### config.mk
export PLATFORM = sky130hd
export DESIGN_NAME = batchBotFifo
export DESIGN_NICKNAME = d
export VERILOG_FILES = /design/src/hw/botPermutePkg.sv /design/src/hw/batchBotFifo.sv /design/src/hw/syncFifo.sv
export SDC_FILE = /design/constraint.sdc
export NUM_CORES = 2
export LEC_CHECK = 0
export BUFFER_PORTS_ARGS = -buffer_cell sky130_fd_sc_hd__buf_2
export CORE_ASPECT_RATIO = 0.5
export CORE_MARGIN = 4
export CORE_UTILIZATION = 55
export DETAILED_ROUTE_END_ITERATION = 7
export MAX_ROUTING_LAYER = met4
export PLACE_DENSITY_LB_ADDON = 0.05
export SLEW_MARGIN = 20
export SYNTH_ARGS = -nofsm -noshare
export SYNTH_HDL_FRONTEND = slang
export SYNTH_MEMORY_MAX_BITS = 65536
export SYNTH_SLANG_ARGS = --single-unit
### constraint.sdc
create_clock -name clk -period 15.6 [get_ports clk]
set_input_delay 2.34 -clock clk [delete_from_list [all_inputs] [get_ports clk]]
set_output_delay 2.34 -clock clk [all_outputs]
set_load 0.01 [all_outputs]
### src/hw/botPermutePkg.sv
`default_nettype none

package botPermutePkg;

    // Source index field, room for up to eight sources
    localparam int SRC_IDX_WIDTH = 3;
    localparam int PERM_COUNT = 6;

    // Truth table of a seven-variable function
    typedef union packed {
        logic [127:0] flat;
        // Group g is the table over A, B, C with the upper four variables equal to g
        logic [15:0][7:0] groups;
    } botWord_u;

    // Bit 5 ABC, bit 4 ACB, bit 3 BAC, bit 2 BCA, bit 1 CAB, bit 0 CBA
    typedef logic [PERM_COUNT-1:0] permMask_t;

    typedef struct packed {
        botWord_u bot;
        permMask_t mask;
        logic last;
    } srcBeat_t;

    typedef struct packed {
        botWord_u bot;
        permMask_t mask;
        logic batchEnd;
        logic [SRC_IDX_WIDTH-1:0] source;
    } permIn_t;

    typedef struct packed {
        botWord_u bot;
        logic [2:0] order;
        logic [SRC_IDX_WIDTH-1:0] source;
    } permOut_t;

    // Entry [k][j] is the group bit that lands on bit j under ordering k
    localparam logic [2:0] PERM_SRC_BIT [PERM_COUNT][8] = '{
        '{3'd0, 3'd1, 3'd2, 3'd3, 3'd4, 3'd5, 3'd6, 3'd7},
        '{3'd0, 3'd1, 3'd4, 3'd5, 3'd2, 3'd3, 3'd6, 3'd7},
        '{3'd0, 3'd2, 3'd1, 3'd3, 3'd4, 3'd6, 3'd5, 3'd7},
        '{3'd0, 3'd2, 3'd4, 3'd6, 3'd1, 3'd3, 3'd5, 3'd7},
        '{3'd0, 3'd4, 3'd1, 3'd5, 3'd2, 3'd6, 3'd3, 3'd7},
        '{3'd0, 3'd4, 3'd2, 3'd6, 3'd1, 3'd5, 3'd3, 3'd7}
    };

endpackage

`default_nettype wire
### src/hw/batchBotFifo.sv
`timescale 1ns/1ps
`default_nettype none

module batchBotFifo
    import botPermutePkg::*;
#(
    parameter int FIFO_DEPTH_LOG2 = 5,
    parameter int BATCH_MAX_LOG2 = 6,
    parameter int SOURCE_ID = 0
) (
    input  logic clk,
    input  logic rst,
    input  srcBeat_t srcBeat,
    input  logic srcValid,
    output logic srcReady,
    input  logic closeAllowed,
    output permIn_t botOut,
    output logic botValid,
    input  logic botReady,
    output logic batchClosed,
    output logic [BATCH_MAX_LOG2-1:0] batchLength
);

    typedef struct packed {
        botWord_u bot;
        permMask_t mask;
    } storedBot_t;

    storedBot_t inEntry;
    storedBot_t outEntry;
    logic running;
    logic hasBots;
    logic roomForBot;
    logic fifoInReady;
    logic srcFire;
    logic [BATCH_MAX_LOG2-1:0] openCount;

    assign hasBots = |srcBeat.mask;
    // Stall once the open batch counter is saturated
    assign roomForBot = fifoInReady && !(&openCount);
    assign srcReady = running && (!hasBots || roomForBot) && (!srcBeat.last || closeAllowed);
    assign srcFire = srcValid && srcReady;

    // Close request, granted by the scheduler through closeAllowed
    assign batchClosed = srcValid && srcBeat.last && running && (!hasBots || roomForBot);
    assign batchLength = openCount + BATCH_MAX_LOG2'(hasBots);

    assign inEntry.bot = srcBeat.bot;
    assign inEntry.mask = srcBeat.mask;

    syncFifo #(
        .WIDTH($bits(storedBot_t)),
        .DEPTH_LOG2(FIFO_DEPTH_LOG2)
    ) u_botFifo (
        .clk(clk),
        .rst(rst),
        .inData(inEntry),
        .inValid(srcFire && hasBots),
        .inReady(fifoInReady),
        .outData(outEntry),
        .outValid(botValid),
        .outReady(botReady)
    );

    always_comb begin
        botOut.bot = outEntry.bot;
        botOut.mask = outEntry.mask;
        botOut.batchEnd = 1'b0;
        botOut.source = SRC_IDX_WIDTH'(SOURCE_ID);
    end

    always_ff @(posedge clk) begin
        if (rst) begin
            running <= 1'b0;
            openCount <= '0;
        end else begin
            running <= 1'b1;
            if (srcFire && srcBeat.last) begin
                openCount <= '0;
            end else if (srcFire && hasBots) begin
                openCount <= openCount + 1'b1;
            end
        end
    end

endmodule

`default_nettype wire

### src/hw/syncFifo.sv
`timescale 1ns/1ps
`default_nettype none

module syncFifo #(
    parameter int WIDTH = 8,
    parameter int DEPTH_LOG2 = 4
) (
    input  logic clk,
    input  logic rst,
    input  logic [WIDTH-1:0] inData,
    input  logic inValid,
    output logic inReady,
    output logic [WIDTH-1:0] outData,
    output logic outValid,
    input  logic outReady
);

    localparam int DEPTH = 2 ** DEPTH_LOG2;

    logic [WIDTH-1:0] mem [DEPTH];
    logic [DEPTH_LOG2-1:0] wrPtr;
    logic [DEPTH_LOG2-1:0] rdPtr;
    logic [DEPTH_LOG2:0] count;
    logic [DEPTH_LOG2:0] countNext;
    logic inFire;
    logic memEmpty;
    logic loadOut;
    logic memWrite;
    logic memRead;

    assign inFire = inValid && inReady;
    assign memEmpty = count == '0;
    // Output register is empty or hands its word over this cycle
    assign loadOut = !outValid || outReady;
    assign memRead = loadOut && !memEmpty;
    // Bypass straight into the output register when nothing is stored
    assign memWrite = inFire && !(loadOut && memEmpty);
    assign countNext = count + (DEPTH_LOG2 + 1)'(memWrite) - (DEPTH_LOG2 + 1)'(memRead);

    always_ff @(posedge clk) begin
        if (memWrite) begin
            mem[wrPtr] <= inData;
        end
        if (loadOut) begin
            outData <= memEmpty ? inData : mem[rdPtr];
        end
    end

    always_ff @(posedge clk) begin
        if (rst) begin
            wrPtr <= '0;
            rdPtr <= '0;
            count <= '0;
            outValid <= 1'b0;
            inReady <= 1'b0;
        end else begin
            if (memWrite) begin
                wrPtr <= wrPtr + 1'b1;
            end
            if (memRead) begin
                rdPtr <= rdPtr + 1'b1;
            end
            count <= countNext;
            if (loadOut) begin
                outValid <= memRead || inFire;
            end
            // Registered full flag, judged on the next count
            inReady <= countNext != (DEPTH_LOG2 + 1)'(DEPTH);
        end
    end

endmodule

`default_nettype wire

==> impl_metrics.csv <==
group,metric,value,unit
critical_path,cp_num_buf_inv,3,
yosys,synth_edf_count,4422,
layout,final_area,188000,µm²
sta,rsz0062_at_grt,"no",
sta,hold_viol_final,0,
floorplan,die_area,317000,µm²
yosys,synth.largest_area_cell,"edfxtp_1",
floorplan,core,305000,µm²
routing,drc,0,
yosys,synth_seq_cells,4452,
cts,cts.sinks,4452,
cts,cts_resized,0,
layout,mostFrequentLayoutCells,"edfxtp_1 (4422), mux2i_1 (941), mux4_2 (703), clkbuf_16 (398), o22ai_1 (369)",
critical_path,critPathCaptureType,"output pin",
critical_path,required,13.26,ns
grt,grt_start_max_net_pins,112,
cts,numCtsBuffers,382,
cts,cts_max_level,5,
critical_path,cp_cell_sequence,"buf_2 > nor4_1 > and2_1 > inv_1 > ha_1 > ha_1 > nand2_1 > xnor2_1 > buf_2",
layout,areaGrowthSynthToFinish,11.0,%
hold_path,holdCritPathClass,"flop to flop",
yosys,syn_area,169000,µm²
grt,antenna_found_initial,11,
critical_path,crit_arrival,4.41,ns
grt,overflow,0,
sta,maxSlewViolCount,0,
yosys,yosysWarnings,0,
routing,drt_wl_total,416,mm
routing,ant_nets,0,
critical_path,crit_type,"input pin to output pin",
sta,relSlewSlack,23.2,%
grt,grt_pass1_vias,80800,
cts,cts_tree,"built",
sta,setup_violations,0,
yosys,ys_seq_area_share,78.8,%
power,vdd_drop_max,0.146,mV
sta,setup_ws,8.85,ns
grt,grt_use_total,26.9,%
yosys,synth_top_area_share,78.5,%
placed_design,place_area,176000,µm²
sta,max_clock_freq,0.148,GHz
placed_design,place.detailed.hpwl,215,mm
floorplan,die_y,400,µm
yosys,synth-async-reset-ratio,0,%
job,max_cap_violations,0,
routing,wire_per_inst,33.1,µm
power,p_per_area,157,nW/µm²
floorplan,rows,143,
placed_design,pre_cts_ws,8.22,ns
routing,via_per_inst,6.49,
power,p_leak,57.7,nW
placed_design,port_buffers,282,
sta,tns,0,ns
floorplan,start_util,55.5,%
layout,final_common_cell,"edfxtp_1",
cts,cts_buffer_depth,4,
critical_path,cp_max_fo,34,
critical_path,crit_family,"simple AND/OR/NAND/NOR gates",
floorplan,io_pins,287,
yosys,ys_top_cells_by_area,"edfxtp_1 (78%), mux4_2 (9.4%), mux2i_1 (5.6%), o22ai_1 (1.4%), buf_2 (0.55%)",
sta,min_period,6.75,ns
layout,drive_above_1_share,21.1,%
yosys,yosys_most_used_dff,"edfxtp_1",
floorplan,die_w,792,µm
critical_path,critPathMaxStageDelay,0.64,ns
run_status,status,"finished clean",
power,power,0.0294,W
yosys,syn_inst,7790,
yosys,syn_area_per_cell,21.7,µm²
sta,timing.hold.ws,0.541,ns
layout,layout.nets,8336,
yosys,synthDistinctLibCells,51,
routing,drtIter0Drc,9265,
sta,skew,0.0293,ns
grt,grt_pass1_wl,597,mm
cts,clock_latency,0.91,ns
routing,vias,81400,
critical_path,cp-start-kind,"input pin",
routing,first_pass_iters,6,
placed_design,place_congestion,0.759,
sta,worstMarginPinSlew,1.15,ns
cts,cts-root-buf,"clkbuf_16",
sta,post-route-period-util,43.3,%
cts,cts_setup_buffers,0,
critical_path,slowest_stage,"nor4_1",
cts,ctsHoldBuffers,0,
cts,path_clk_slew,0.07,ns
[cells by family (layout without fill, tap and decap cells)]
kind of cell / Yosys count / after routing / synth area share (%)
buf+inv: 481 / 1169 / 1.30
simple gates: 220 / 220 / 0.566
xor+xnor: 21 / 21 / 0.109
mux: 1677 / 1677 / 15.1
compound gates: 921 / 921 / 3.91
fa+ha+maj: 17 / 17 / 0.130
other cells: 1 / 7 / 0.00222
flops: 4452 / 4452 / 78.8
[worst min-delay path, cell delays in order (launching register included)]
cell and delay (ns):
dfxtp_1 0.36, nand2_1 0.08, a21oi_1 0.06
[final timing paths]
kind / cells past startpoint / slack [ns] / endpoint / from
worst min register to register: 2 / 0.54 / u_botFifo.wrPtr[1] / u_botFifo.wrPtr[1]
worst max-delay path: 9 / 8.85 / batchLength[4] / srcBeat[5]
worst min-delay path: 2 / 0.54 / u_botFifo.wrPtr[1] / u_botFifo.wrPtr[1]
worst max register to register: 7 / 10.65 / u_botFifo.outData[96] / flop
[sequential cells by signal, summed over array words and instances (netlist names), named ones only]
register / cells
u_botFifo.mem: 4288
u_botFifo.outData: 134
openCount: 6
u_botFifo.count: 6
u_botFifo.rdPtr: 5
u_botFifo.wrPtr: 5
running: 1
u_botFifo.inReady: 1
u_botFifo.outValid: 1
[stage by stage]
step                      util, %  cells
after detailed placement     57.6  11900
after global placement       57.6  11900
final                        61.6  12500
after global routing         61.6  12500
after CTS                    61.6  12500
after floorplan                 -   7793
[cell usage after synthesis, types with 30 or more instances]
master / count
a211o_1: 101
a211oi_1: 103
a222oi_1: 33
buf_1: 48
buf_2: 185
clkbuf_1: 202
dfxtp_1: 30
edfxtp_1: 4422
mux2_2: 33
mux2i_1: 941
mux4_2: 703
nand2_1: 115
nor2_1: 56
o2111ai_1: 101
o21ai_0: 102
o221ai_1: 33
o22a_1: 33
o22ai_1: 369
o31ai_1: 34
[area by class of cell]
| cell class | count | area (µm²) |
|---|---|---|
| flip-flops and latches | 4452 | 133000 |
| fillers | 21200 | 117000 |
| multi-input cells | 2860 | 33900 |
| clock buffers | 458 | 10200 |
| well taps | 4060 | 5080 |
| repair buffers | 467 | 3050 |
| clock inverters | 228 | 2040 |
| inverters | 16 | 60.1 |
| diodes | 3 | 7.51 |
[layer usage]
metal / wire length (µm) / GRT usage, % / up-vias
met2: 198000 / 41.2 / 2963
li1: - / - / 33700
met1: 184000 / 40.2 / 44200
met5: 0 / - / -
met3: 26500 / 3.30 / 540
met4: 7490 / 4.74 / 0
[power by group]
group / total (W) / switching (W) / internal (W)
clock: 0.00950 / 0.00423 / 0.00526
combinational: 0.00627 / 0.00357 / 0.00270
sequential: 0.0136 / 0.000168 / 0.0135
total: 0.0294 / 0.00797 / 0.0214
Note: power is estimated with default switching activity, not from simulation.
