<file path="config.mk">
export PLATFORM = sky130hd
export DESIGN_NAME = botPermuterWithFifo
export DESIGN_NICKNAME = d
export VERILOG_FILES = /design/src/hw/botPermutePkg.sv /design/src/hw/botPermuterWithFifo.sv /design/src/hw/botPermuter.sv /design/src/hw/syncFifo.sv
export SDC_FILE = /design/constraint.sdc
export NUM_CORES = 2
export LEC_CHECK = 0
export BUFFER_PORTS_ARGS = -buffer_cell sky130_fd_sc_hd__buf_4
export CAP_MARGIN = 20
export CORE_ASPECT_RATIO = 1.25
export CORE_MARGIN = 5
export CORE_UTILIZATION = 65
export CTS_BUF_LIST = sky130_fd_sc_hd__clkbuf_8
export CTS_CLUSTER_SIZE = 8
export DETAILED_ROUTE_END_ITERATION = 16
export PLACE_DENSITY = 0.84
export SLEW_MARGIN = 10
export SYNTH_ARGS = -nofsm -noshare
export SYNTH_HDL_FRONTEND = slang
export SYNTH_MEMORY_MAX_BITS = 65536
export SYNTH_SLANG_ARGS = --single-unit
</file>
<file path="constraint.sdc">
create_clock -name clk -period 14.8 [get_ports clk]
set_clock_uncertainty 0.05 [all_clocks]
set_input_delay 2.96 -clock clk [delete_from_list [all_inputs] [get_ports clk]]
set_output_delay 2.96 -clock clk [all_outputs]
set_load 0.1 [all_outputs]
</file>
<file path="src/hw/botPermutePkg.sv">
`default_nettype none

package botPermutePkg;

    // Source index field, room for up to eight sources
    localparam int SRC_IDX_WIDTH = 3;
    localparam int PERM_COUNT = 6;

    // Truth table of a seven-variable function
    typedef union packed {
        logic [127:0] flat;
        // Group g is the table over A, B, C with the upper four variables equal to g
        logic [15:0][7:0] groups;
    } botWord_u;

    // Bit 5 ABC, bit 4 ACB, bit 3 BAC, bit 2 BCA, bit 1 CAB, bit 0 CBA
    typedef logic [PERM_COUNT-1:0] permMask_t;

    typedef struct packed {
        botWord_u bot;
        permMask_t mask;
        logic last;
    } srcBeat_t;

    typedef struct packed {
        botWord_u bot;
        permMask_t mask;
        logic batchEnd;
        logic [SRC_IDX_WIDTH-1:0] source;
    } permIn_t;

    typedef struct packed {
        botWord_u bot;
        logic [2:0] order;
        logic [SRC_IDX_WIDTH-1:0] source;
    } permOut_t;

    // Entry [k][j] is the group bit that lands on bit j under ordering k
    localparam logic [2:0] PERM_SRC_BIT [PERM_COUNT][8] = '{
        '{3'd0, 3'd1, 3'd2, 3'd3, 3'd4, 3'd5, 3'd6, 3'd7},
        '{3'd0, 3'd1, 3'd4, 3'd5, 3'd2, 3'd3, 3'd6, 3'd7},
        '{3'd0, 3'd2, 3'd1, 3'd3, 3'd4, 3'd6, 3'd5, 3'd7},
        '{3'd0, 3'd2, 3'd4, 3'd6, 3'd1, 3'd3, 3'd5, 3'd7},
        '{3'd0, 3'd4, 3'd1, 3'd5, 3'd2, 3'd6, 3'd3, 3'd7},
        '{3'd0, 3'd4, 3'd2, 3'd6, 3'd1, 3'd5, 3'd3, 3'd7}
    };

endpackage

`default_nettype wire
</file>
<file path="src/hw/botPermuterWithFifo.sv">
`timescale 1ns/1ps
`default_nettype none

module botPermuterWithFifo
    import botPermutePkg::*;
#(
    parameter int FIFO_DEPTH_LOG2 = 5
) (
    input  logic clk,
    input  logic rst,
    input  permIn_t inItem,
    input  logic inValid,
    output logic inReady,
    output permOut_t permOut,
    output logic permValid,
    input  logic permReady,
    output logic batchFinished,
    output logic [SRC_IDX_WIDTH-1:0] finishedSource
);

    permIn_t fifoItem;
    logic fifoValid;
    logic fifoReady;
    logic endSeen;
    logic [SRC_IDX_WIDTH-1:0] endSource;

    // Absorbs scheduler traffic while a bot expands into several beats
    syncFifo #(
        .WIDTH($bits(permIn_t)),
        .DEPTH_LOG2(FIFO_DEPTH_LOG2)
    ) u_inputFifo (
        .clk(clk),
        .rst(rst),
        .inData(inItem),
        .inValid(inValid),
        .inReady(inReady),
        .outData(fifoItem),
        .outValid(fifoValid),
        .outReady(fifoReady)
    );

    botPermuter u_botPermuter (
        .clk(clk),
        .rst(rst),
        .inItem(fifoItem),
        .inValid(fifoValid),
        .inReady(fifoReady),
        .outItem(permOut),
        .outValid(permValid),
        .outReady(permReady),
        .endSeen(endSeen),
        .endSource(endSource)
    );

    // Finish pulse one cycle after the marker is taken
    always_ff @(posedge clk) begin
        if (rst) begin
            batchFinished <= 1'b0;
        end else begin
            batchFinished <= endSeen;
        end
    end

    always_ff @(posedge clk) begin
        if (endSeen) begin
            finishedSource <= endSource;
        end
    end

endmodule

`default_nettype wire

</file>
<file path="src/hw/botPermuter.sv">
`timescale 1ns/1ps
`default_nettype none

module botPermuter
    import botPermutePkg::*;
(
    input  logic clk,
    input  logic rst,
    input  permIn_t inItem,
    input  logic inValid,
    output logic inReady,
    output permOut_t outItem,
    output logic outValid,
    input  logic outReady,
    output logic endSeen,
    output logic [SRC_IDX_WIDTH-1:0] endSource
);

    botWord_u heldBot;
    logic [SRC_IDX_WIDTH-1:0] heldSource;
    permMask_t remMask;
    permMask_t selBit;
    logic [2:0] ordIdx;
    logic lastBeat;
    logic inFire;
    logic outFire;
    botWord_u permuted;

    // Highest remaining mask bit picks the ordering of this beat
    always_comb begin
        ordIdx = 3'd0;
        selBit = '0;
        for (int b = 0; b < PERM_COUNT; b++) begin
            if (remMask[b]) begin
                ordIdx = 3'(PERM_COUNT - 1 - b);
                selBit = '0;
                selBit[b] = 1'b1;
            end
        end
    end

    assign outValid = |remMask;
    assign lastBeat = (remMask & ~selBit) == '0;
    assign outFire = outValid && outReady;
    // Next item is taken together with the final beat
    assign inReady = !outValid || (outReady && lastBeat);
    assign inFire = inValid && inReady;

    // Same reordering applied to each of the sixteen groups
    always_comb begin
        for (int g = 0; g < 16; g++) begin
            for (int j = 0; j < 8; j++) begin
                permuted.groups[g][j] = heldBot.groups[g][PERM_SRC_BIT[ordIdx][j]];
            end
        end
    end

    always_comb begin
        outItem.bot = permuted;
        outItem.order = ordIdx;
        outItem.source = heldSource;
    end

    assign endSeen = inFire && inItem.batchEnd;
    assign endSource = inItem.source;

    always_ff @(posedge clk) begin
        if (inFire) begin
            heldBot <= inItem.bot;
            heldSource <= inItem.source;
        end
    end

    always_ff @(posedge clk) begin
        if (rst) begin
            remMask <= '0;
        end else if (inFire) begin
            // Markers carry no orderings to emit
            remMask <= inItem.batchEnd ? '0 : inItem.mask;
        end else if (outFire) begin
            remMask <= remMask & ~selBit;
        end
    end

endmodule

`default_nettype wire

</file>
<file path="src/hw/syncFifo.sv">
`timescale 1ns/1ps
`default_nettype none

module syncFifo #(
    parameter int WIDTH = 8,
    parameter int DEPTH_LOG2 = 4
) (
    input  logic clk,
    input  logic rst,
    input  logic [WIDTH-1:0] inData,
    input  logic inValid,
    output logic inReady,
    output logic [WIDTH-1:0] outData,
    output logic outValid,
    input  logic outReady
);

    localparam int DEPTH = 2 ** DEPTH_LOG2;

    logic [WIDTH-1:0] mem [DEPTH];
    logic [DEPTH_LOG2-1:0] wrPtr;
    logic [DEPTH_LOG2-1:0] rdPtr;
    logic [DEPTH_LOG2:0] count;
    logic [DEPTH_LOG2:0] countNext;
    logic inFire;
    logic memEmpty;
    logic loadOut;
    logic memWrite;
    logic memRead;

    assign inFire = inValid && inReady;
    assign memEmpty = count == '0;
    // Output register is empty or hands its word over this cycle
    assign loadOut = !outValid || outReady;
    assign memRead = loadOut && !memEmpty;
    // Bypass straight into the output register when nothing is stored
    assign memWrite = inFire && !(loadOut && memEmpty);
    assign countNext = count + (DEPTH_LOG2 + 1)'(memWrite) - (DEPTH_LOG2 + 1)'(memRead);

    always_ff @(posedge clk) begin
        if (memWrite) begin
            mem[wrPtr] <= inData;
        end
        if (loadOut) begin
            outData <= memEmpty ? inData : mem[rdPtr];
        end
    end

    always_ff @(posedge clk) begin
        if (rst) begin
            wrPtr <= '0;
            rdPtr <= '0;
            count <= '0;
            outValid <= 1'b0;
            inReady <= 1'b0;
        end else begin
            if (memWrite) begin
                wrPtr <= wrPtr + 1'b1;
            end
            if (memRead) begin
                rdPtr <= rdPtr + 1'b1;
            end
            count <= countNext;
            if (loadOut) begin
                outValid <= memRead || inFire;
            end
            // Registered full flag, judged on the next count
            inReady <= countNext != (DEPTH_LOG2 + 1)'(DEPTH);
        end
    end

endmodule

`default_nettype wire

</file>
==> results.md <==
* Status: complete, no violations
* Clk slew on worst S/H paths at 0.06 ns
* Post-cts sizing count at 0
* DP Wirelength at 266000 µm
* Top Ports at 282
* DRT Wirelength at 477000 µm
* Post-DP Area at 186000 µm²
* Nets at 8306
* Final Max Slew Viols at 0
* GR Util All Layers at 0.333
* Root Driver: clkbuf_8
* Post-synth EDFFs at 4688
* Post-Synth Adder-Cell Area at 0.00102
* Max-cap violations at 0
* Xor and xnor fraction of the mapped netlist area at 0.000146
* Cells after Synth at 7451
* Synthesized net count at 7607
* Routed wire per std cell at 39.3 µm
* RSZ-0062 raised after global routing: no
* FF-to-FF setup slack at 8.87 ns
* Crit start category: input port
* Post-route setup slack at 7.47 ns
* First drt pass iteration count at 6
* Fmax at 0.136 GHz
* Seq/Total Area, Yosys at 0.788
* Clk_lat worst skew at 1.10 ns
* Synth top cells by count: edfxtp_1, mux4_2, mux2i_1
* Initial antenna violation count at 46
* Die Height at 597 µm
* IO buf count at 281
* First DRT Iteration DRCs at 14400
* Post-synthesis simple-gate area fraction at 0.00723
* Pre-CTS WS at 6.36 ns
* Pwr per Cell Area at 189 nW/µm²
* Cell area after synthesis at 179000 µm²
* GPL Wtd Cong at 0.822
* Leak Pwr at 60.6 nW
* Setup total negative slack at 0 ns
* Initial Util at 0.653
* Die area at 287000 µm²
* Antenna Violating Nets Remaining at 0
* Placed instance count at 11100
* GR Overflow Total at 0
* Power Total at 37.1 mW
* Vias in the first global route at 91600
* Largest family of logic cells by synthesized area: multiplexers
* Site row count at 215
* Htree depth at 6
* Final min period at 7.33 ns
* Share of layout cells above drive strength 1 at 0.296
* Maximum buffer depth of the clock tree at 4
* Via count at 89700
* Final Cycle Share at 0.496
* Setup Buffers After CTS at 0
* TritonCTS clock tree: done
* Critical Path RT at 15.43 ns
* Die width at 480 µm
* Seq cells post-synth at 4718
* Crit path max fanout at 51
* TritonCTS Buffers at 695
* Most frequent cell after synthesis: edfxtp_1
* Hold Vio Cnt, Final at 0
* Final setup viols at 0
* Worst setup EP type: flip-flop
* Mux share of post-synthesis cell area at 0.172
* Finished Core Util at 0.716
* First-pass GRT wire length at 671000 µm
* Netlist cell types at 60
* CORE AREA at 275000 µm²
* Syn Area/Cell at 24.1 µm²
* DRC violations left at 0
* Top FF cell, synth: edfxtp_1
* Largest net degree at the start of global routing at 143
* Design Area, Final at 197000 µm²
* TritonCTS Sinks at 4718
* Drt via density at 7.39
* Hold crit path type: reg -> reg
* Worst IR drop on VDD at 628 µV
* Yosys warns at 0
* Synth top area cells: edfxtp_1, mux4_2, mux2i_1, a221o_1, clkbuf_1
* Layout Area Growth over Synthesis at 9.71%
* Hold WS at 0.340 ns
* Arrival time worst endpoint at 7.96 ns
* Cts hold-fix bufs at 0
* Least-Margin Pin Slew at 1.25 ns
* Async S/R FF share, synth at 0
* Area share of the largest cell type after synthesis at 0.785
* Post-Layout Cell Count at 12100
* Post-synth top area cell: edfxtp_1
* Synth Area in Compound Gates at 0.0187
* Slew headroom at 0.170
* Crit path kind: in -> reg
[placed cells by master, fill, tap and decap left out, types with 14 or more instances in the layout]
cell type   count
mux2i_1       285
a31oi_1        34
clkinvlp_4     18
nand2_1       133
a221o_1       167
edfxtp_1     4688
dfxtp_1        26
clkbuf_8      704
nor2b_1        31
nor2_1         52
a22oi_1        27
buf_4         423
buf_12         23
a21oi_1        14
diode_2        29
clkinv_1       36
o22ai_1       138
inv_1         193
nor2_4         34
mux4_2       1242
[area by class of cell]
cell class	instances	area, µm²
repair buffers	446	3640
fillers	13900	77900
flip-flops and latches	4718	141000
clock buffers	704	9690
clock inverters	254	1220
inverters	23	93.8
well taps	3689	4620
diodes	29	72.6
multi-input cells	2266	36100
[cells by family after synthesis]
kind of cell,Yosys count
adder cells (fa/ha/maj),14
multiplexers,1528
buffers and inverters,467
AND/OR/NAND/NOR,294
AO/OA/AOI/OAI,427
flip-flops,4718
XOR/XNOR,3
[critical path, stage by stage]
cell and delay (ns):
buf_4 0.14, nand2b_1 0.15, a311oi_1 0.62, o311a_1 0.74
o211ai_1 0.25, buf_4 0.28, nor2_4 0.15, buf_4 0.70
buf_4 0.93, buf_4 0.90
[path summary, 6_finish.rpt]
| path | endpoint | start | depth (start not counted) |
|---|---|---|---|
| min | u_botPermuter.heldBot[1] | u_inputFifo.outData[11] | 0 |
| min reg2reg | u_botPermuter.heldBot[1] | u_inputFifo.outData[11] | 0 |
| max | u_inputFifo.mem[4][53] | permReady | 10 |
| max reg2reg | u_inputFifo.mem[4][53] | u_botPermuter.remMask[3] | 9 |
[where the power goes]
group	internal (mW)	leakage (nW)	total (mW)	switching, mW
clock	4.35	6.20	9.00	4.65
combinational	4.05	11.7	12.2	8.16
sequential	15.5	42.7	15.9	0.430
total	23.9	60.6	37.1	13.2
[layer usage]
layer | track usage | share of wire
met5 | 0 | 0.00040
met4 | 0.184 | 0.066
met3 | 0.0824 | 0.13
met2 | 0.539 | 0.50
met1 | 0.423 | 0.31
[flip-flops by register name, indices dropped and copies added (netlist names), named ones only]
signal,count
u_inputFifo.outData,138
u_inputFifo.mem,4416
batchFinished,1
u_inputFifo.rdPtr,5
u_botPermuter.heldSource,3
u_inputFifo.wrPtr,5
u_inputFifo.inReady,1
u_inputFifo.count,6
finishedSource,3
u_botPermuter.heldBot,128
u_inputFifo.outValid,1
u_botPermuter.remMask,6
Power figures use the tool's default switching activity.
