--- src/hw/botPermutePkg.sv ---
`default_nettype none

package botPermutePkg;

    // Source index field, room for up to eight sources
    localparam int SRC_IDX_WIDTH = 3;
    localparam int PERM_COUNT = 6;

    // Truth table of a seven-variable function
    typedef union packed {
        logic [127:0] flat;
        // Group g is the table over A, B, C with the upper four variables equal to g
        logic [15:0][7:0] groups;
    } botWord_u;

    // Bit 5 ABC, bit 4 ACB, bit 3 BAC, bit 2 BCA, bit 1 CAB, bit 0 CBA
    typedef logic [PERM_COUNT-1:0] permMask_t;

    typedef struct packed {
        botWord_u bot;
        permMask_t mask;
        logic last;
    } srcBeat_t;

    typedef struct packed {
        botWord_u bot;
        permMask_t mask;
        logic batchEnd;
        logic [SRC_IDX_WIDTH-1:0] source;
    } permIn_t;

    typedef struct packed {
        botWord_u bot;
        logic [2:0] order;
        logic [SRC_IDX_WIDTH-1:0] source;
    } permOut_t;

    // Entry [k][j] is the group bit that lands on bit j under ordering k
    localparam logic [2:0] PERM_SRC_BIT [PERM_COUNT][8] = '{
        '{3'd0, 3'd1, 3'd2, 3'd3, 3'd4, 3'd5, 3'd6, 3'd7},
        '{3'd0, 3'd1, 3'd4, 3'd5, 3'd2, 3'd3, 3'd6, 3'd7},
        '{3'd0, 3'd2, 3'd1, 3'd3, 3'd4, 3'd6, 3'd5, 3'd7},
        '{3'd0, 3'd2, 3'd4, 3'd6, 3'd1, 3'd3, 3'd5, 3'd7},
        '{3'd0, 3'd4, 3'd1, 3'd5, 3'd2, 3'd6, 3'd3, 3'd7},
        '{3'd0, 3'd4, 3'd2, 3'd6, 3'd1, 3'd5, 3'd3, 3'd7}
    };

endpackage

`default_nettype wire
--- src/hw/batchScheduler.sv ---
`timescale 1ns/1ps
`default_nettype none

module batchScheduler
    import botPermutePkg::*;
#(
    parameter int NUM_SOURCES = 4,
    parameter int FIFO_DEPTH_LOG2 = 5,
    parameter int BATCH_MAX_LOG2 = 6
) (
    input  logic clk,
    input  logic rst,
    input  logic [NUM_SOURCES-1:0] batchClosed,
    input  logic [BATCH_MAX_LOG2-1:0] batchLength [NUM_SOURCES],
    output logic [NUM_SOURCES-1:0] closeAllowed,
    input  permIn_t bots [NUM_SOURCES],
    input  logic [NUM_SOURCES-1:0] botValid,
    output logic [NUM_SOURCES-1:0] botReady,
    output permIn_t schedOut,
    output logic schedValid,
    input  logic schedReady
);

    typedef struct packed {
        logic [SRC_IDX_WIDTH-1:0] source;
        logic [BATCH_MAX_LOG2-1:0] length;
    } queueEntry_t;

    queueEntry_t closeEntry;
    queueEntry_t headEntry;
    logic queueInReady;
    logic headValid;
    logic active;
    logic sendMarker;
    logic schedFire;
    logic [SRC_IDX_WIDTH-1:0] selSource;
    logic [BATCH_MAX_LOG2-1:0] remaining;

    // Fixed priority, highest closing source gets the queue slot
    always_comb begin
        logic higherClosing;
        higherClosing = 1'b0;
        closeEntry = '0;
        for (int i = NUM_SOURCES - 1; i >= 0; i--) begin
            closeAllowed[i] = queueInReady && !higherClosing;
            if (batchClosed[i] && !higherClosing) begin
                closeEntry.source = SRC_IDX_WIDTH'(i);
                closeEntry.length = batchLength[i];
            end
            higherClosing = higherClosing || batchClosed[i];
        end
    end

    syncFifo #(
        .WIDTH($bits(queueEntry_t)),
        .DEPTH_LOG2(FIFO_DEPTH_LOG2)
    ) u_batchQueue (
        .clk(clk),
        .rst(rst),
        .inData(closeEntry),
        .inValid(|batchClosed),
        .inReady(queueInReady),
        .outData(headEntry),
        .outValid(headValid),
        .outReady(!active)
    );

    // Count exhausted, only the end marker is left
    assign sendMarker = active && remaining == '0;
    assign schedFire = schedValid && schedReady;

    always_comb begin
        schedOut = '0;
        schedValid = 1'b0;
        botReady = '0;
        if (sendMarker) begin
            schedOut.batchEnd = 1'b1;
            schedOut.source = selSource;
            schedValid = 1'b1;
        end else if (active) begin
            for (int i = 0; i < NUM_SOURCES; i++) begin
                if (selSource == SRC_IDX_WIDTH'(i)) begin
                    schedOut = bots[i];
                    schedValid = botValid[i];
                    botReady[i] = schedReady;
                end
            end
        end
    end

    always_ff @(posedge clk) begin
        if (!active && headValid) begin
            selSource <= headEntry.source;
        end
    end

    always_ff @(posedge clk) begin
        if (rst) begin
            active <= 1'b0;
            remaining <= '0;
        end else if (!active) begin
            if (headValid) begin
                active <= 1'b1;
                remaining <= headEntry.length;
            end
        end else if (schedFire) begin
            if (sendMarker) begin
                active <= 1'b0;
            end else begin
                remaining <= remaining - 1'b1;
            end
        end
    end

endmodule

`default_nettype wire

--- src/hw/syncFifo.sv ---
`timescale 1ns/1ps
`default_nettype none

module syncFifo #(
    parameter int WIDTH = 8,
    parameter int DEPTH_LOG2 = 4
) (
    input  logic clk,
    input  logic rst,
    input  logic [WIDTH-1:0] inData,
    input  logic inValid,
    output logic inReady,
    output logic [WIDTH-1:0] outData,
    output logic outValid,
    input  logic outReady
);

    localparam int DEPTH = 2 ** DEPTH_LOG2;

    logic [WIDTH-1:0] mem [DEPTH];
    logic [DEPTH_LOG2-1:0] wrPtr;
    logic [DEPTH_LOG2-1:0] rdPtr;
    logic [DEPTH_LOG2:0] count;
    logic [DEPTH_LOG2:0] countNext;
    logic inFire;
    logic memEmpty;
    logic loadOut;
    logic memWrite;
    logic memRead;

    assign inFire = inValid && inReady;
    assign memEmpty = count == '0;
    // Output register is empty or hands its word over this cycle
    assign loadOut = !outValid || outReady;
    assign memRead = loadOut && !memEmpty;
    // Bypass straight into the output register when nothing is stored
    assign memWrite = inFire && !(loadOut && memEmpty);
    assign countNext = count + (DEPTH_LOG2 + 1)'(memWrite) - (DEPTH_LOG2 + 1)'(memRead);

    always_ff @(posedge clk) begin
        if (memWrite) begin
            mem[wrPtr] <= inData;
        end
        if (loadOut) begin
            outData <= memEmpty ? inData : mem[rdPtr];
        end
    end

    always_ff @(posedge clk) begin
        if (rst) begin
            wrPtr <= '0;
            rdPtr <= '0;
            count <= '0;
            outValid <= 1'b0;
            inReady <= 1'b0;
        end else begin
            if (memWrite) begin
                wrPtr <= wrPtr + 1'b1;
            end
            if (memRead) begin
                rdPtr <= rdPtr + 1'b1;
            end
            count <= countNext;
            if (loadOut) begin
                outValid <= memRead || inFire;
            end
            // Registered full flag, judged on the next count
            inReady <= countNext != (DEPTH_LOG2 + 1)'(DEPTH);
        end
    end

endmodule

`default_nettype wire

--- config.mk ---
export PLATFORM = sky130hd
export DESIGN_NAME = batchScheduler
export DESIGN_NICKNAME = d
export VERILOG_FILES = /design/src/hw/botPermutePkg.sv /design/src/hw/batchScheduler.sv /design/src/hw/syncFifo.sv
export SDC_FILE = /design/constraint.sdc
export NUM_CORES = 1
export LEC_CHECK = 0
export ABC_AREA = 1
export BUFFER_PORTS_ARGS = -buffer_cell sky130_fd_sc_hd__buf_2
export CAP_MARGIN = 25
export CORE_AREA = 5 5 284 286
export CTS_CLUSTER_DIAMETER = 80
export DETAILED_ROUTE_END_ITERATION = 7
export DIE_AREA = 0 0 289 291
export MAX_ROUTING_LAYER = met4
export PLACE_DENSITY_LB_ADDON = 0.12
export RECOVER_POWER = 50
export SYNTH_ARGS = -nofsm -noshare
export SYNTH_HDL_FRONTEND = slang
export SYNTH_SLANG_ARGS = --single-unit
--- constraint.sdc ---
create_clock -name clk -period 4.8 [get_ports clk]
set_clock_uncertainty 0.15 [all_clocks]
set_input_delay 1.44 -clock clk [delete_from_list [all_inputs] [get_ports clk]]
set_output_delay 1.44 -clock clk [all_outputs]
set_load 0.005 [all_outputs]
==> impl_metrics.env <==
export IMPL_run_status="complete, but fails checks"
export IMPL_violations_in_the_final_reports="capacitance limit, slew limit"
export IMPL_critical_path_reg2reg_startpoint="u_batchQueue.count[2]"
export IMPL_setup_slack_ns=0.118
export IMPL_syn_inst=1996
export IMPL_cts_root_buf="clkbuf_16"
export IMPL_number_of_top_level_pins=734
export IMPL_layout_commonest_cell="buf_2"
export IMPL_synthToLayoutAreaGrowth_pct=41.7
export IMPL_setup_total_negative_slack_ns=0
export IMPL_power_ir_vdd_worst_uv=279
export IMPL_grt_usage=0.290
export IMPL_end_kind="output port"
export IMPL_holdCritStartpoint="u_batchQueue.outData[6]"
export IMPL_mappedNetlistArea_um2=16500
export IMPL_critPathArrivalTime_ns=3.09
export IMPL_die_x_um=289
export IMPL_crit_slowest_cell="a311oi_1"
export IMPL_cts_hold_repair_buffers=0
export IMPL_critical_path_max_stage_delay_ns=0.55
export IMPL_cts_sinks=296
export IMPL_leftover_overflow_at_the_end_of_global_routing=0
export IMPL_path_cells="buf_4 > nand2_8 > buf_12 > buf_4 > nor2_1 > a311oi_1 > buf_4 > buf_2"
export IMPL_maxSlewViolCount=170
export IMPL_ys_warn_count=0
export IMPL_route_detailed_drc=0
export IMPL_timing_critical_path_fanout_max=38
export IMPL_wire_length_of_the_first_global_routing_pass_um=163000
export IMPL_critPathLaunchType="register"
export IMPL_drt_wirelength_per_cell_um=32.3
export IMPL_synthesis_nets=2598
export IMPL_ys_types=30
export IMPL_unrepaired_setup_endpoints_after_global_routing="no"
export IMPL_port_buffer_count=733
export IMPL_finalWirelength_um=126000
export IMPL_grt_max_degree=93
export IMPL_first_global_vias=18300
export IMPL_utilization=0.300
export IMPL_cts_max_level=2
export IMPL_floorplan_rows=103
export IMPL_final_setup_viol_count=0
export IMPL_drt_iter0_markers=1845
export IMPL_synth_enable_flop_cells=266
export IMPL_max_frequency_mhz=214
export IMPL_cpMostUsedCell="buf_4"
export IMPL_chipHeight_um=291
export IMPL_criticalPathCategory="reg -> out"
export IMPL_timing_hold_violations_final=0
export IMPL_layout_common_cells="buf_2, nand2_1, edfxtp_1"
export IMPL_cts_reportedPaths_clkPinSlew_ns=0.06
export IMPL_cts_made_buffers=34
export IMPL_ys_seq_area_frac=0.519
export IMPL_detailedRoute_firstPassIterationCount=5
export IMPL_via_count=19400
export IMPL_instances_no_fill=3897
export IMPL_clockBufferDepth=3
export IMPL_crit_required_ns=3.21
export IMPL_maximum_capacitance_violations=5
export IMPL_postSynthRegisterBits=296
export IMPL_place_detailed_instances=3795
export IMPL_worst_slew_margin_rel=-0.341
export IMPL_power_density_cell_area_nw_per_um2=504
export IMPL_via_per_inst=4.98
export IMPL_leakage_power_of_the_design_nw=10.0
export IMPL_worstMarginPinSlew_ns=2.01
export IMPL_ys_flop_type="edfxtp_1"
export IMPL_dpl_hpwl_um=102000
export IMPL_cts_tree="built"
export IMPL_avg_synthesized_cell_area_um2=8.29
export IMPL_final_nets=3385
export IMPL_postSynth_asyncResetShare=0
export IMPL_place_congestion=1.03
export IMPL_fin_total_pwr_w=0.0118
export IMPL_layout_drive_gt1_share=0.339
export IMPL_initial_core_util=0.212
export IMPL_hold_path_class="reg -> reg"
export IMPL_final_min_period_over_clock_period=0.975
export IMPL_core_region_area_um2=78100
export IMPL_antenna_found_initial=80
export IMPL_worstSkewPairLatency_ns=0.52
export IMPL_pre_cts_slack_ns=0.288
export IMPL_worst_setup_path_startpoint="selSource[1]"
export IMPL_final_min_clock_period_ns=4.68
export IMPL_drt_antenna_violating_nets=0
export IMPL_fp_dieArea_um2=84100
cells in the mapped netlist (3+ instances only):
cell type / instances / area (µm²)
o22ai_1: 68 / 425
nand2_1: 551 / 2070
nand4_1: 10 / 62.6
buf_4: 14 / 105
nand2_2: 3 / 18.8
inv_1: 52 / 195
nand3_1: 248 / 1240
nor3_1: 68 / 340
a21oi_1: 20 / 100
buf_1: 11 / 41.3
ha_1: 14 / 175
a31oi_1: 5 / 31.3
edfxtp_1: 266 / 7990
inv_2: 4 / 15.0
o21ai_0: 211 / 1060
xor2_1: 5 / 43.8
dfxtp_1: 30 / 601
buf_2: 54 / 270
o21ai_1: 8 / 40.0
nor2_1: 194 / 728
a311oi_1: 69 / 604
clkbuf_1: 79 / 297
path summary, 6_finish.rpt:
path | end | slack, ns | depth (start not counted)
worst max-delay path | schedOut[19] | 0.12 | 8
worst min-delay path | selSource[0] | 0.30 | 0
worst max register to register | u_batchQueue.mem[4][6] | 0.76 | 10
worst min register to register | selSource[0] | 0.30 | 0
worst max-delay path, delay by kind of cell, from the launching register on:
kind	cells	cell delay, ns
buffers and inverters	5	1.18
AOI/OAI and AO/OA	1	0.55
DFF	1	0.49
and+or+nand+nor	2	0.31
per-stage QoR:
step	hold slack [ns]	instance area (µm²)
2_1_floorplan	0.250	16500
3_3_place_gp	0.277	22300
3_5_place_dp	0.288	22300
4_1_cts	0.297	23400
5_1_grt	0.304	23400
6_report	0.299	23500
per-layer routing:
metal  vias to the layer above  share of wire  GRT usage  routed length [µm]
met5                         -              0          -                   0
met4                         0          0.036     0.0922                4520
met3                       175          0.067     0.0408                8500
met2                      1000           0.43      0.412               53700
met1                      9554           0.47      0.424               59300
li1                       8677              -          -                   -
kinds of logic (layout without fill, tap and decap cells):
family                   count (synthesis)  in the layout  synth area share
flip-flops                             296            296             0.519
other                                    0             40                 0
adder cells (fa/ha/maj)                 15             15            0.0118
buffers and inverters                  215           1025            0.0560
AO/OA/AOI/OAI                          384            384             0.138
AND/OR/NAND/NOR                       1081           1082             0.273
XOR/XNOR                                 5              5           0.00265
state kept, by name, summed over array words and instances (netlist names), named ones only:
signal and flops:
active 1, u_batchQueue.wrPtr 5, u_batchQueue.mem 256, u_batchQueue.outValid 1, selSource 2, u_batchQueue.rdPtr 5, u_batchQueue.inReady 1, remaining 6
u_batchQueue.count 6, u_batchQueue.outData 8
cell type report:
class,count,area (µm²)
Fill cell,8626,54600
Sequential cell,296,8600
Multi-Input combinational cell,1486,7110
Timing Repair Buffer,908,5030
Tap cell,1050,1310
Clock buffer,45,966
Inverter,57,214
Clock inverter,15,120
Antenna cell,40,100
power breakdown:
part           leakage, nW  total (W)  switching [W]  internal, W
clock                0.533    0.00254        0.00102      0.00152
sequential            2.66    0.00321       0.000184      0.00302
combinational         6.81    0.00608        0.00422      0.00186
timing repair:
item | CTS | global route
cloned | 0 | 1
buffers inserted | 0 | 0
pin swaps | 0 | 1
endpoints found under the setup margin | 5 | 5
resized for setup | 5 | 3
Power figures use the tool's default switching activity.
